$ cat src/rtl/phy_link_pkg.sv
// ------------------------------
// phy-link bus codes, speeds, request types, ack codes
// and the bus structs shared by the link blocks
// ------------------------------
package phy_link_pkg;

    localparam int STATUS_BITS  = 16;    // phy status transfer length
    localparam int LREQ_BITS    = 17;    // link request string
    localparam int QUADLET_BITS = 32;
    localparam int LEN_W        = 11;    // packet length in bits

    // ctl as driven by the link
    typedef enum logic [1:0] {
        LINK_CTL_IDLE = 2'b00,    // link done
        LINK_CTL_DATA = 2'b01,    // link sending data
        LINK_CTL_HOLD = 2'b10     // link holds the bus
    } link_ctl_e;

    // ctl as driven by the phy
    typedef enum logic [1:0] {
        PHY_CTL_IDLE = 2'b00,
        PHY_CTL_RECV = 2'b01,
        PHY_CTL_STAT = 2'b10,
        PHY_CTL_GRNT = 2'b11
    } phy_ctl_e;

    // speed code on data[3:1], data[0] dropped
    typedef enum logic [2:0] {
        RX_S100 = 3'b000,
        RX_S200 = 3'b001,
        RX_S400 = 3'b101
    } rx_speed_e;

    typedef enum logic [2:0] {
        LREQ_TX_IMM, LREQ_TX_ISO, LREQ_TX_PRI, LREQ_TX_FAIR,
        LREQ_REG_RD, LREQ_REG_WR, LREQ_ACCEL, LREQ_RES
    } lreq_type_e;

    typedef enum logic [3:0] {
        ACK_NONE = 4'h0,
        ACK_DONE = 4'h1,    // write complete
        ACK_PEND = 4'h2,    // read pending
        ACK_DATA = 4'hd     // data error
    } ack_code_e;

    typedef enum logic [3:0] {
        ST_IDLE, ST_STATUS, ST_RX_D_ON, ST_RX_DATA, ST_TX,
        ST_TX_DRIVE, ST_TX_DATA, ST_TX_DONE1, ST_TX_DONE2
    } link_state_e;

    typedef struct packed {
        logic [1:0] ctl;
        logic [7:0] data;
    } phy_bus_in_t;

    typedef struct packed {
        logic [1:0] ctl;
        logic [7:0] data;
        logic       ctl_oe;     // link owns ctl
        logic       data_oe;    // link owns data
    } phy_bus_out_t;

endpackage

$ cat src/rtl/reg_map_pkg.sv
// ------------------------------
// register file address map and write port
// ------------------------------
package reg_map_pkg;

    localparam int ADDR_W = 16;

    // first quadlet of the transmit stream
    localparam logic [ADDR_W-1:0] ADDR_DEFAULT   = 16'h0000;
    // first quadlet of a received packet
    localparam logic [ADDR_W-1:0] ADDR_RESP_DATA = 16'h0040;

    // read data comes back combinationally from addr
    typedef struct packed {
        logic              wen;
        logic [ADDR_W-1:0] addr;
        logic [31:0]       wdata;
    } reg_wr_t;

endpackage

$ cat src/rtl/lreq_serializer.sv
// ------------------------------
// link request string, shifted out on lreq
// ------------------------------
module lreq_serializer (
    input  logic                      sysclk,
    input  logic                      reset,
    input  logic                      trigger,
    input  phy_link_pkg::lreq_type_e  rtype,
    output logic                      lreq
);
    import phy_link_pkg::*;

    logic [LREQ_BITS-1:0] request;   // msb goes out first
    logic [2:0]           speed;

    // S400 only for the transmit request types
    always_comb begin
        case (rtype)
            LREQ_TX_IMM, LREQ_TX_ISO, LREQ_TX_PRI, LREQ_TX_FAIR: speed = 3'b100;
            default: speed = 3'b000;
        endcase
    end

    assign lreq = request[LREQ_BITS-1];

    always_ff @(posedge sysclk) begin
        if (!reset) begin
            request <= '0;                  // lreq low
        end else if (trigger) begin
            // start bits, type, speed, zero pad
            request <= {2'b01, rtype, speed, {(LREQ_BITS-8){1'b0}}};
        end else begin
            request <= {request[LREQ_BITS-2:0], 1'b0};
        end
    end

endmodule

$ cat src/rtl/rx_deserializer.sv
// ------------------------------
// receive shifting at S100/S200/S400, quadlet writes and ack decode
// ------------------------------
module rx_deserializer (
    input  logic                            sysclk,
    input  logic                            reset,
    input  logic                            rx_start,
    input  phy_link_pkg::rx_speed_e         rx_speed,
    input  logic                            rx_shift,
    input  logic                            rx_end,
    input  logic [7:0]                      bus_data,
    output reg_map_pkg::reg_wr_t            rx_wr,
    output logic [phy_link_pkg::LEN_W-1:0]  resp_data_len,
    output phy_link_pkg::ack_code_e         ack_code
);
    import phy_link_pkg::*;
    import reg_map_pkg::*;

    logic [QUADLET_BITS-1:0] buffer;
    logic [QUADLET_BITS-1:0] buf_next;
    logic [QUADLET_BITS-1:0] wr_data;
    logic [LEN_W-1:0]        count;       // bits taken so far
    logic [LEN_W-1:0]        cnt_next;
    logic [LEN_W-1:0]        step;        // bits per cycle
    logic [ADDR_W-1:0]       wr_addr;
    logic [7:0]              data_rev;
    logic                    wr_en;
    logic                    quad_done;
    logic [3:0]              ack_hi;
    logic [3:0]              ack_lo;
    logic                    ack_ok;

    assign data_rev = {<<{bus_data}};     // bit 0 first on the wire

    always_comb begin
        buf_next = buffer;
        step     = '0;
        case (rx_speed)
            RX_S100: begin
                buf_next = {buffer[QUADLET_BITS-3:0], data_rev[7:6]};
                step     = LEN_W'(2);
            end
            RX_S200: begin
                buf_next = {buffer[QUADLET_BITS-5:0], data_rev[7:4]};
                step     = LEN_W'(4);
            end
            RX_S400: begin
                buf_next = {buffer[QUADLET_BITS-9:0], data_rev};
                step     = LEN_W'(8);
            end
            default: ;   // unknown speed, nothing taken
        endcase
    end

    assign cnt_next  = count + step;
    assign quad_done = rx_shift && (step != '0) && (cnt_next[4:0] == 5'd0);

    // ack is high nibble plus its inverse
    assign ack_hi = buffer[7:4];
    assign ack_lo = buffer[3:0];
    assign ack_ok = (ack_hi == ~ack_lo) &&
                    (ack_hi == ACK_DONE || ack_hi == ACK_PEND || ack_hi == ACK_DATA);

    assign rx_wr = '{wen: wr_en, addr: wr_addr, wdata: wr_data};

    always_ff @(posedge sysclk) begin
        if (!reset) begin
            wr_en         <= 1'b0;
            count         <= '0;
            resp_data_len <= '0;
            ack_code      <= ACK_NONE;
        end else begin
            wr_en <= quad_done;             // one pulse per quadlet
            if (rx_start) count <= '0;
            else if (rx_shift) count <= cnt_next;
            if (rx_end) begin
                resp_data_len <= count;
                if (count == LEN_W'(8) && ack_ok) ack_code <= ack_code_e'(ack_hi);
            end
        end
    end

    // payload, address steps after each write
    always_ff @(posedge sysclk) begin
        if (rx_start) wr_addr <= ADDR_RESP_DATA;
        else if (wr_en) wr_addr <= wr_addr + 1'b1;
        if (rx_shift) buffer <= buf_next;
        if (quad_done) wr_data <= buf_next;
    end

endmodule

$ cat src/rtl/tx_serializer.sv
// ------------------------------
// transmit byte stream from register file quadlets
// ------------------------------
module tx_serializer (
    input  logic                                   sysclk,
    input  logic                                   reset,
    input  logic                                   tx_load,
    input  logic                                   tx_run,
    input  logic [phy_link_pkg::QUADLET_BITS-1:0]  reg_rdata,
    input  logic [phy_link_pkg::LEN_W-1:0]         pc_req_len,
    output logic [7:0]                             tx_byte,
    output logic [reg_map_pkg::ADDR_W-1:0]         tx_addr,
    output logic                                   tx_last
);
    import phy_link_pkg::*;
    import reg_map_pkg::*;

    logic [QUADLET_BITS-1:0] buffer;    // msb byte goes first
    logic [LEN_W-1:0]        count;     // bits sent
    logic                    boundary;  // last byte of a quadlet

    assign tx_byte  = {<<{buffer[QUADLET_BITS-1:QUADLET_BITS-8]}};  // reversed on wire
    assign tx_last  = (count == pc_req_len);
    assign boundary = (count[4:0] == 5'd24);

    // ------------------------------
    // counter and read address
    // ------------------------------
    always_ff @(posedge sysclk) begin
        if (!reset) begin
            count   <= '0;
            tx_addr <= ADDR_DEFAULT;
        end else if (tx_load) begin
            count   <= '0;
            tx_addr <= ADDR_DEFAULT + 1'b1;    // first quadlet read here
        end else if (tx_run) begin
            if (tx_last) begin
                tx_addr <= ADDR_DEFAULT;       // ready for next grant
            end else begin
                count <= count + LEN_W'(8);
                if (boundary) tx_addr <= tx_addr + 1'b1;
            end
        end
    end

    // shift buffer, refilled at quadlet boundary
    always_ff @(posedge sysclk) begin
        if (tx_load) begin
            buffer <= reg_rdata;
        end else if (tx_run && !tx_last) begin
            if (boundary) buffer <= reg_rdata;
            else buffer <= {buffer[QUADLET_BITS-9:0], 8'h00};
        end
    end

endmodule

$ cat src/rtl/link_state_ctl.sv
// ------------------------------
// phy-link state machine that owns the phy bus and register port
// ------------------------------
module link_state_ctl (
    input  logic                                  sysclk,
    input  logic                                  reset,
    input  phy_link_pkg::phy_bus_in_t             bus_in,
    output phy_link_pkg::phy_bus_out_t            bus_out,
    input  logic                                  pc_req_new,
    output logic                                  pc_req_done,
    output logic [phy_link_pkg::STATUS_BITS-1:0]  phy_status,
    output logic                                  rx_start,
    output phy_link_pkg::rx_speed_e               rx_speed,
    output logic                                  rx_shift,
    output logic                                  rx_end,
    input  reg_map_pkg::reg_wr_t                  rx_wr,
    output logic                                  tx_load,
    output logic                                  tx_run,
    input  logic [7:0]                            tx_byte,
    input  logic [reg_map_pkg::ADDR_W-1:0]        tx_addr,
    input  logic                                  tx_last,
    output reg_map_pkg::reg_wr_t                  reg_port,
    output logic                                  lreq_trig,
    output phy_link_pkg::lreq_type_e              lreq_type
);
    import phy_link_pkg::*;

    link_state_e            state;
    phy_ctl_e               ctl_in;     // phy side ctl decoded
    logic [STATUS_BITS-1:0] st_buff;    // status shift buffer
    logic [7:0]             st_count;   // status bits taken
    logic [1:0]             data2b;
    logic                   req_new_d;
    logic                   req_edge;   // registered rising edge
    logic                   req_go;
    logic                   rx_sel;     // rx side owns reg port

    assign ctl_in = phy_ctl_e'(bus_in.ctl);
    assign data2b = {bus_in.data[0], bus_in.data[1]};   // phy bits come reversed

    // ------------------------------
    // strobes to the rx and tx sides
    // ------------------------------
    assign rx_start = (state == ST_RX_D_ON) && (ctl_in == PHY_CTL_RECV) && !bus_in.data[0];
    assign rx_shift = (state == ST_RX_DATA) && (ctl_in == PHY_CTL_RECV);
    assign rx_end   = (state == ST_RX_DATA) && (ctl_in == PHY_CTL_IDLE);
    assign tx_load  = (state == ST_TX);          // reads ADDR_DEFAULT
    assign tx_run   = (state == ST_TX_DATA);
    assign req_go   = (state == ST_IDLE) && (ctl_in == PHY_CTL_IDLE) && req_edge;

    // last rx write can land after ctl went idle
    assign rx_sel = (state == ST_RX_DATA) || rx_wr.wen;

    always_comb begin
        reg_port = rx_wr;
        if (!rx_sel) begin
            reg_port.wen  = 1'b0;      // tx side only reads
            reg_port.addr = tx_addr;
        end
    end

    // ------------------------------
    // state machine
    // ------------------------------
    always_ff @(posedge sysclk) begin
        if (!reset) begin
            state       <= ST_IDLE;
            bus_out     <= '0;         // phy drives both
            pc_req_done <= 1'b1;
            phy_status  <= '0;
            st_count    <= '0;
            lreq_trig   <= 1'b0;
            req_new_d   <= 1'b0;
            req_edge    <= 1'b0;
        end else begin
            req_new_d <= pc_req_new;
            req_edge  <= pc_req_new & ~req_new_d;
            lreq_trig <= req_go;
            if (req_go) pc_req_done <= 1'b0;
            case (state)
                ST_IDLE: begin
                    case (ctl_in)
                        PHY_CTL_RECV: state <= ST_RX_D_ON;
                        PHY_CTL_GRNT: state <= ST_TX;          // bus granted
                        PHY_CTL_STAT: begin
                            state    <= ST_STATUS;
                            st_count <= 8'd2;                  // first two bits
                        end
                        default: state <= ST_IDLE;
                    endcase
                end
                ST_STATUS: begin
                    case (ctl_in)
                        PHY_CTL_STAT: st_count <= st_count + 8'd2;
                        PHY_CTL_RECV: state <= ST_RX_D_ON;     // cut short by rx
                        PHY_CTL_IDLE: begin
                            state <= ST_IDLE;
                            if (st_count == STATUS_BITS) phy_status <= st_buff;
                        end
                        default: state <= ST_IDLE;
                    endcase
                end
                ST_RX_D_ON: begin
                    if (ctl_in != PHY_CTL_RECV) state <= ST_IDLE;        // null packet
                    else if (!bus_in.data[0]) state <= ST_RX_DATA;     // speed cycle
                end
                ST_RX_DATA: if (ctl_in != PHY_CTL_RECV) state <= ST_IDLE;
                ST_TX: state <= ST_TX_DRIVE;
                ST_TX_DRIVE: begin
                    bus_out.ctl     <= LINK_CTL_HOLD;
                    bus_out.ctl_oe  <= 1'b1;
                    bus_out.data_oe <= 1'b1;
                    state           <= ST_TX_DATA;
                end
                ST_TX_DATA: begin
                    if (tx_last) begin
                        bus_out.ctl <= LINK_CTL_IDLE;
                        pc_req_done <= 1'b1;
                        state       <= ST_TX_DONE1;
                    end else begin
                        bus_out.ctl  <= LINK_CTL_DATA;
                        bus_out.data <= tx_byte;
                    end
                end
                ST_TX_DONE1: state <= ST_TX_DONE2;     // one more idle
                ST_TX_DONE2: begin
                    bus_out.ctl_oe  <= 1'b0;           // hand bus back
                    bus_out.data_oe <= 1'b0;
                    state           <= ST_IDLE;
                end
                default: state <= ST_IDLE;
            endcase
        end
    end

    // status bits, latched speed and request type
    always_ff @(posedge sysclk) begin
        if (ctl_in == PHY_CTL_STAT) begin
            if (state == ST_IDLE) st_buff <= {{(STATUS_BITS-2){1'b0}}, data2b};
            else if (state == ST_STATUS) st_buff <= {st_buff[STATUS_BITS-3:0], data2b};
        end
        if (rx_start) rx_speed <= rx_speed_e'(bus_in.data[3:1]);
        if (req_go) lreq_type <= LREQ_TX_ISO;
    end

endmodule

$ cat src/rtl/phy_link_top.sv
// ------------------------------
// phy-link controller top, wires the four blocks
// ------------------------------
module phy_link_top (
    input  logic                                   sysclk,
    input  logic                                   reset,
    input  phy_link_pkg::phy_bus_in_t              bus_in,
    output phy_link_pkg::phy_bus_out_t             bus_out,
    output logic                                   lreq,
    output reg_map_pkg::reg_wr_t                   reg_port,
    input  logic [phy_link_pkg::QUADLET_BITS-1:0]  reg_rdata,
    input  logic                                   pc_req_new,
    input  logic [phy_link_pkg::LEN_W-1:0]         pc_req_len,
    output logic                                   pc_req_done,
    output logic [phy_link_pkg::LEN_W-1:0]         resp_data_len,
    output phy_link_pkg::ack_code_e                ack_code,
    output logic [phy_link_pkg::STATUS_BITS-1:0]   phy_status
);
    import phy_link_pkg::*;
    import reg_map_pkg::*;

    // ctl to rx side
    logic       rx_start, rx_shift, rx_end;
    rx_speed_e  rx_speed;
    reg_wr_t    rx_wr;
    // ctl to tx side
    logic              tx_load, tx_run, tx_last;
    logic [7:0]        tx_byte;
    logic [ADDR_W-1:0] tx_addr;
    // link request
    logic       lreq_trig;
    lreq_type_e lreq_type;

    link_state_ctl u_ctl (
        .sysclk, .reset, .bus_in, .bus_out, .pc_req_new, .pc_req_done, .phy_status,
        .rx_start, .rx_speed, .rx_shift, .rx_end, .rx_wr,
        .tx_load, .tx_run, .tx_byte, .tx_addr, .tx_last,
        .reg_port, .lreq_trig, .lreq_type
    );

    rx_deserializer u_rx (
        .sysclk, .reset, .rx_start, .rx_speed, .rx_shift, .rx_end,
        .bus_data (bus_in.data),
        .rx_wr, .resp_data_len, .ack_code
    );

    tx_serializer u_tx (
        .sysclk, .reset, .tx_load, .tx_run, .reg_rdata, .pc_req_len,
        .tx_byte, .tx_addr, .tx_last
    );

    lreq_serializer u_lreq (
        .sysclk, .reset,
        .trigger (lreq_trig),
        .rtype   (lreq_type),
        .lreq
    );

endmodule

$ cat config.mk
export PLATFORM = sky130hd
export DESIGN_NAME = phy_link_top
export DESIGN_NICKNAME = d
export VERILOG_FILES = /design/src/rtl/phy_link_pkg.sv /design/src/rtl/reg_map_pkg.sv /design/src/rtl/lreq_serializer.sv /design/src/rtl/rx_deserializer.sv /design/src/rtl/tx_serializer.sv /design/src/rtl/link_state_ctl.sv /design/src/rtl/phy_link_top.sv
export SDC_FILE = /design/constraint.sdc
export NUM_CORES = 1
export LEC_CHECK = 0
export ABC_AREA = 1
export BUFFER_PORTS_ARGS = -buffer_cell sky130_fd_sc_hd__buf_4
export CAP_MARGIN = 15
export CORE_MARGIN = 5
export CORE_UTILIZATION = 55
export CTS_CLUSTER_DIAMETER = 120
export DETAILED_ROUTE_END_ITERATION = 10
export GPL_TIMING_DRIVEN = 0
export PLACE_DENSITY_LB_ADDON = 0.3
export SLEW_MARGIN = 10
export SYNTH_ARGS = -nofsm -noshare
export SYNTH_HDL_FRONTEND = slang
export SYNTH_SLANG_ARGS = --single-unit
export TNS_END_PERCENT = 30
$ cat constraint.sdc
create_clock -name sysclk -period 7.8 [get_ports sysclk]
set_input_delay 1.56 -clock sysclk [delete_from_list [all_inputs] [get_ports sysclk]]
set_output_delay 1.56 -clock sysclk [all_outputs]
set_load 0.05 [all_outputs]
==> results by group <==
Worst setup path
  – Crit end category: primary output
  – WP data arrival: 2400 ps
  – Crit path launch type: register
  – WS Path Type: reg -> out
  – Crit path max fanout: 10
  – Required time of the worst setup path: 6240 ps

Timing
  – Peak Freq: 0.2527 GHz
  – Post-route setup slack: 3843 ps
  – Fin Setup TNS: 0 ps
  – RSZ-0062 raised after global routing: false
  – Final setup viols: 0
  – Period Utilization, post-route: 0.5073
  – Least-Margin Pin Slew: 705.1 ps
  – Rel. slew slack: 0.5294
  – Final Skew: 10.03 ps
  – Hold Slack: 394.3 ps
  – Post-route minimum period: 3957 ps
  – Count of final max-slew check failures: 0
  – Hold Fails Final Rpt: 0

Drt
  – Met3 WL post-DR: 1721 um
  – DR WL/cell: 14.56 um
  – Met2 WL: 12010 um
  – ANT nets after route: 0
  – Post-DR vias/cell: 5.202
  – Total number of vias: 8864
  – DRC: 0
  – Highest metal used: met4
  – WL met1: 10510 um
  – Router iterations before antenna repair: 5
  – Initial DRC count: 709
  – Routed WL: 24810 um

Placement
  – RePlAce Congestion: 0.9438
  – HPWL after DPL: 17730 um
  – Place WS: 3807 ps
  – Port bufs: 147
  – Dpl cell area: 12140 sq um

Floorplanning
  – Rows: 50
  – Area of the core: 18890 sq um
  – Total die area: 22240 sq um
  – Horiz. Die Dim: 149.1 um
  – Io pins: 150
  – Die H: 149.1 um
  – Starting density of the core: 0.5636

GRT
  – Gr usage total: 0.2184
  – Global route overflow: 0
  – Largest net degree at the start of global routing: 41
  – Initial antenna violation count: 0
  – Vias in the first global route: 8511
  – First-pass GRT wire length: 40320 um

Cells and area
  – Share of cells above drive strength 1: 0.2029
  – Area of the multi-input gates: 3872 sq um
  – Design Area, Final: 13010 sq um
  – Final #Nets: 1490
  – Ant diodes: 0
  – Filler cell count: 1515
  – Register area: 5715 sq um
  – Area grow syn2layout: 22.16%

Power
  – Leakage: 0.005406 uW
  – PwrDens: 215.2 nW/um^2
  – Peak supply drop: 208.8 uV

CTS
  – CTS resizes: 0
  – CTS root buffer: clkbuf_16
  – CTS tree: done
  – Hold-fix buffers, CTS: 0
  – Clk buf depth: 3
  – CTS Sinks: 228
  – Post-CTS Setup Inserts: 0
  – H-tree Lvls: 1
  – CTS clk-pin slew, worst paths: 60 ps
  – Worst-Skew Late Latency: 510 ps
  – TritonCTS Buffers: 24

Synth
  – Mapped Area: 10650 sq um
  – Simple-gate share of the synthesized area: 0.2336
  – Adder-Cell Fraction of Synth Area: 0.01011
  – Post-Syn Nets: 1315
  – Main combinational cell family by area after synthesis: simple AND/OR/NAND/NOR gates
  – Mux share of post-synthesis cell area: 0.003173
  – Syn Inst Count: 1251
  – Sequential area share after synthesis: 0.5368
  – Synth Area per Inst: 8.511 sq um
  – Yosys reg bits: 228
  – Compound-cell area share of the yosys netlist: 0.1018
  – Yosys warns: 0
  – XOR/XNOR share of the synthesized area: 0.01398
  – Distinct cells, synth: 45

Outcome
  – Status: complete, no violations

Run
  – Max Cap Viol: 0

Hold path
  – Min-delay worst type: reg -> reg
## power breakdown
part	switching (uW)	internal, uW	leakage (uW)
Sequential	26.9	1320	0.00197
Clock	458	753	0.000433
Combinational	157	83.4	0.00301
Total	643	2160	0.00541
## registers in the layout, indices dropped and copies added, names as in the netlist, 6 cells and up
register	flops
u_rx.buffer	32
u_rx.count	10
u_rx.wr_addr	16
u_tx.tx_addr	16
u_lreq.request	6
u_tx.count	8
u_rx.resp_data_len	10
u_tx.buffer	32
u_ctl.st_count	7
u_rx.wr_data	32
u_ctl.st_buff	16
u_ctl.phy_status	16
u_ctl.bus_out	11
## per-layer routing
metal / GRT usage / vias up
met4: 0.05584 / 0
met5: 0 / -
met1: 0.2905 / 4071
met2: 0.3786 / 331
li1: - / 4413
met3: 0.02947 / 49
## stage by stage
stage | utilization | power [uW] | std cells
after global placement | 0.6392 | 1597 | 1658
after CTS | 0.6885 | 2817 | 1704
after detailed placement | 0.6425 | 1611 | 1660
after floorplan | - | 1525 | 1251
after global routing | 0.6885 | 2900 | 1704
final | 0.6885 | 2799 | 1704
## final timing paths
path | start | end | slack (ps) | depth (start not counted)
worst max-delay path | u_ctl.state[0] | reg_port[40] | 3840 | 7
worst max register to register | u_ctl.rx_speed[1] | u_rx.wr_data[5] | 4100 | 12
worst min register to register | u_ctl.req_new_d | u_ctl.req_edge | 390 | 1
worst min-delay path | u_ctl.req_new_d | u_ctl.req_edge | 390 | 1
## cell type report
cell class / instances / share of cell area
plain buffers: 75 / 0.03511
well taps: 260 / 0.02501
multi-input cells: 787 / 0.2977
clock buffers: 35 / 0.05925
clock inverters: 9 / 0.007503
flip-flops and latches: 228 / 0.4394
inverters: 161 / 0.04694
repair buffers: 149 / 0.08907
## cell families (layout without fill, tap and decap cells)
kind of cell,after synthesis,after routing
mux,3,3
flops,228,228
fa+ha+maj,8,8
simple gates,577,577
xor+xnor,17,17
buf+inv,236,429
other cells,1,1
compound gates,181,181
## Yosys cell counts (all sizes together)
cell type,n,area [sq um]
clkbuf,25,95.09
nor2,132,614.3
a31oi,2,12.51
a21oi,83,449.2
ha,7,87.58
o211a,1,10.01
nor4,2,12.51
mux2,3,33.78
o21ai,57,285.3
o2111ai,31,271.5
fa,1,20.02
a41oi,1,8.760
nand3b,1,7.510
dlygate4sd1,1,8.760
a2bb2oi,1,8.760
nor3,18,106.4
nand2,347,1328
nand3,63,325.3
dfxtp,113,2262
o31ai,1,7.510
clkinv,3,12.51
nor3b,1,12.51
edfxtp,115,3453
or2,2,12.51
buf,49,352.8
xnor2,6,52.55
conb,1,3.750
a211oi,4,30.03
inv,158,598.1
xor2,11,96.34
nand4,11,68.82
## cell usage in the layout (no fill, tap or decap), types with 10 or more instances in the layout
cell type and count:
nor3_1 16, o2111ai_1 31, o21ai_0 57, nand3_1 61, inv_1 153, clkbuf_1 26, dfxtp_1 113, a21oi_1 74
xor2_1 11, nand4_1 11, edfxtp_1 115, buf_4 186, nand2_2 10, nor2_1 114, nand2_1 337, clkbuf_16 29
## worst max-delay path, stage by stage, from the launching register on
cell and delay [ps]:
dfxtp_1 450, nand2_1 190, o21ai_0 290, buf_2 300, buf_4 210, nand2_1 70
o21ai_0 120, buf_4 260
Power figures use the tool's default switching activity.
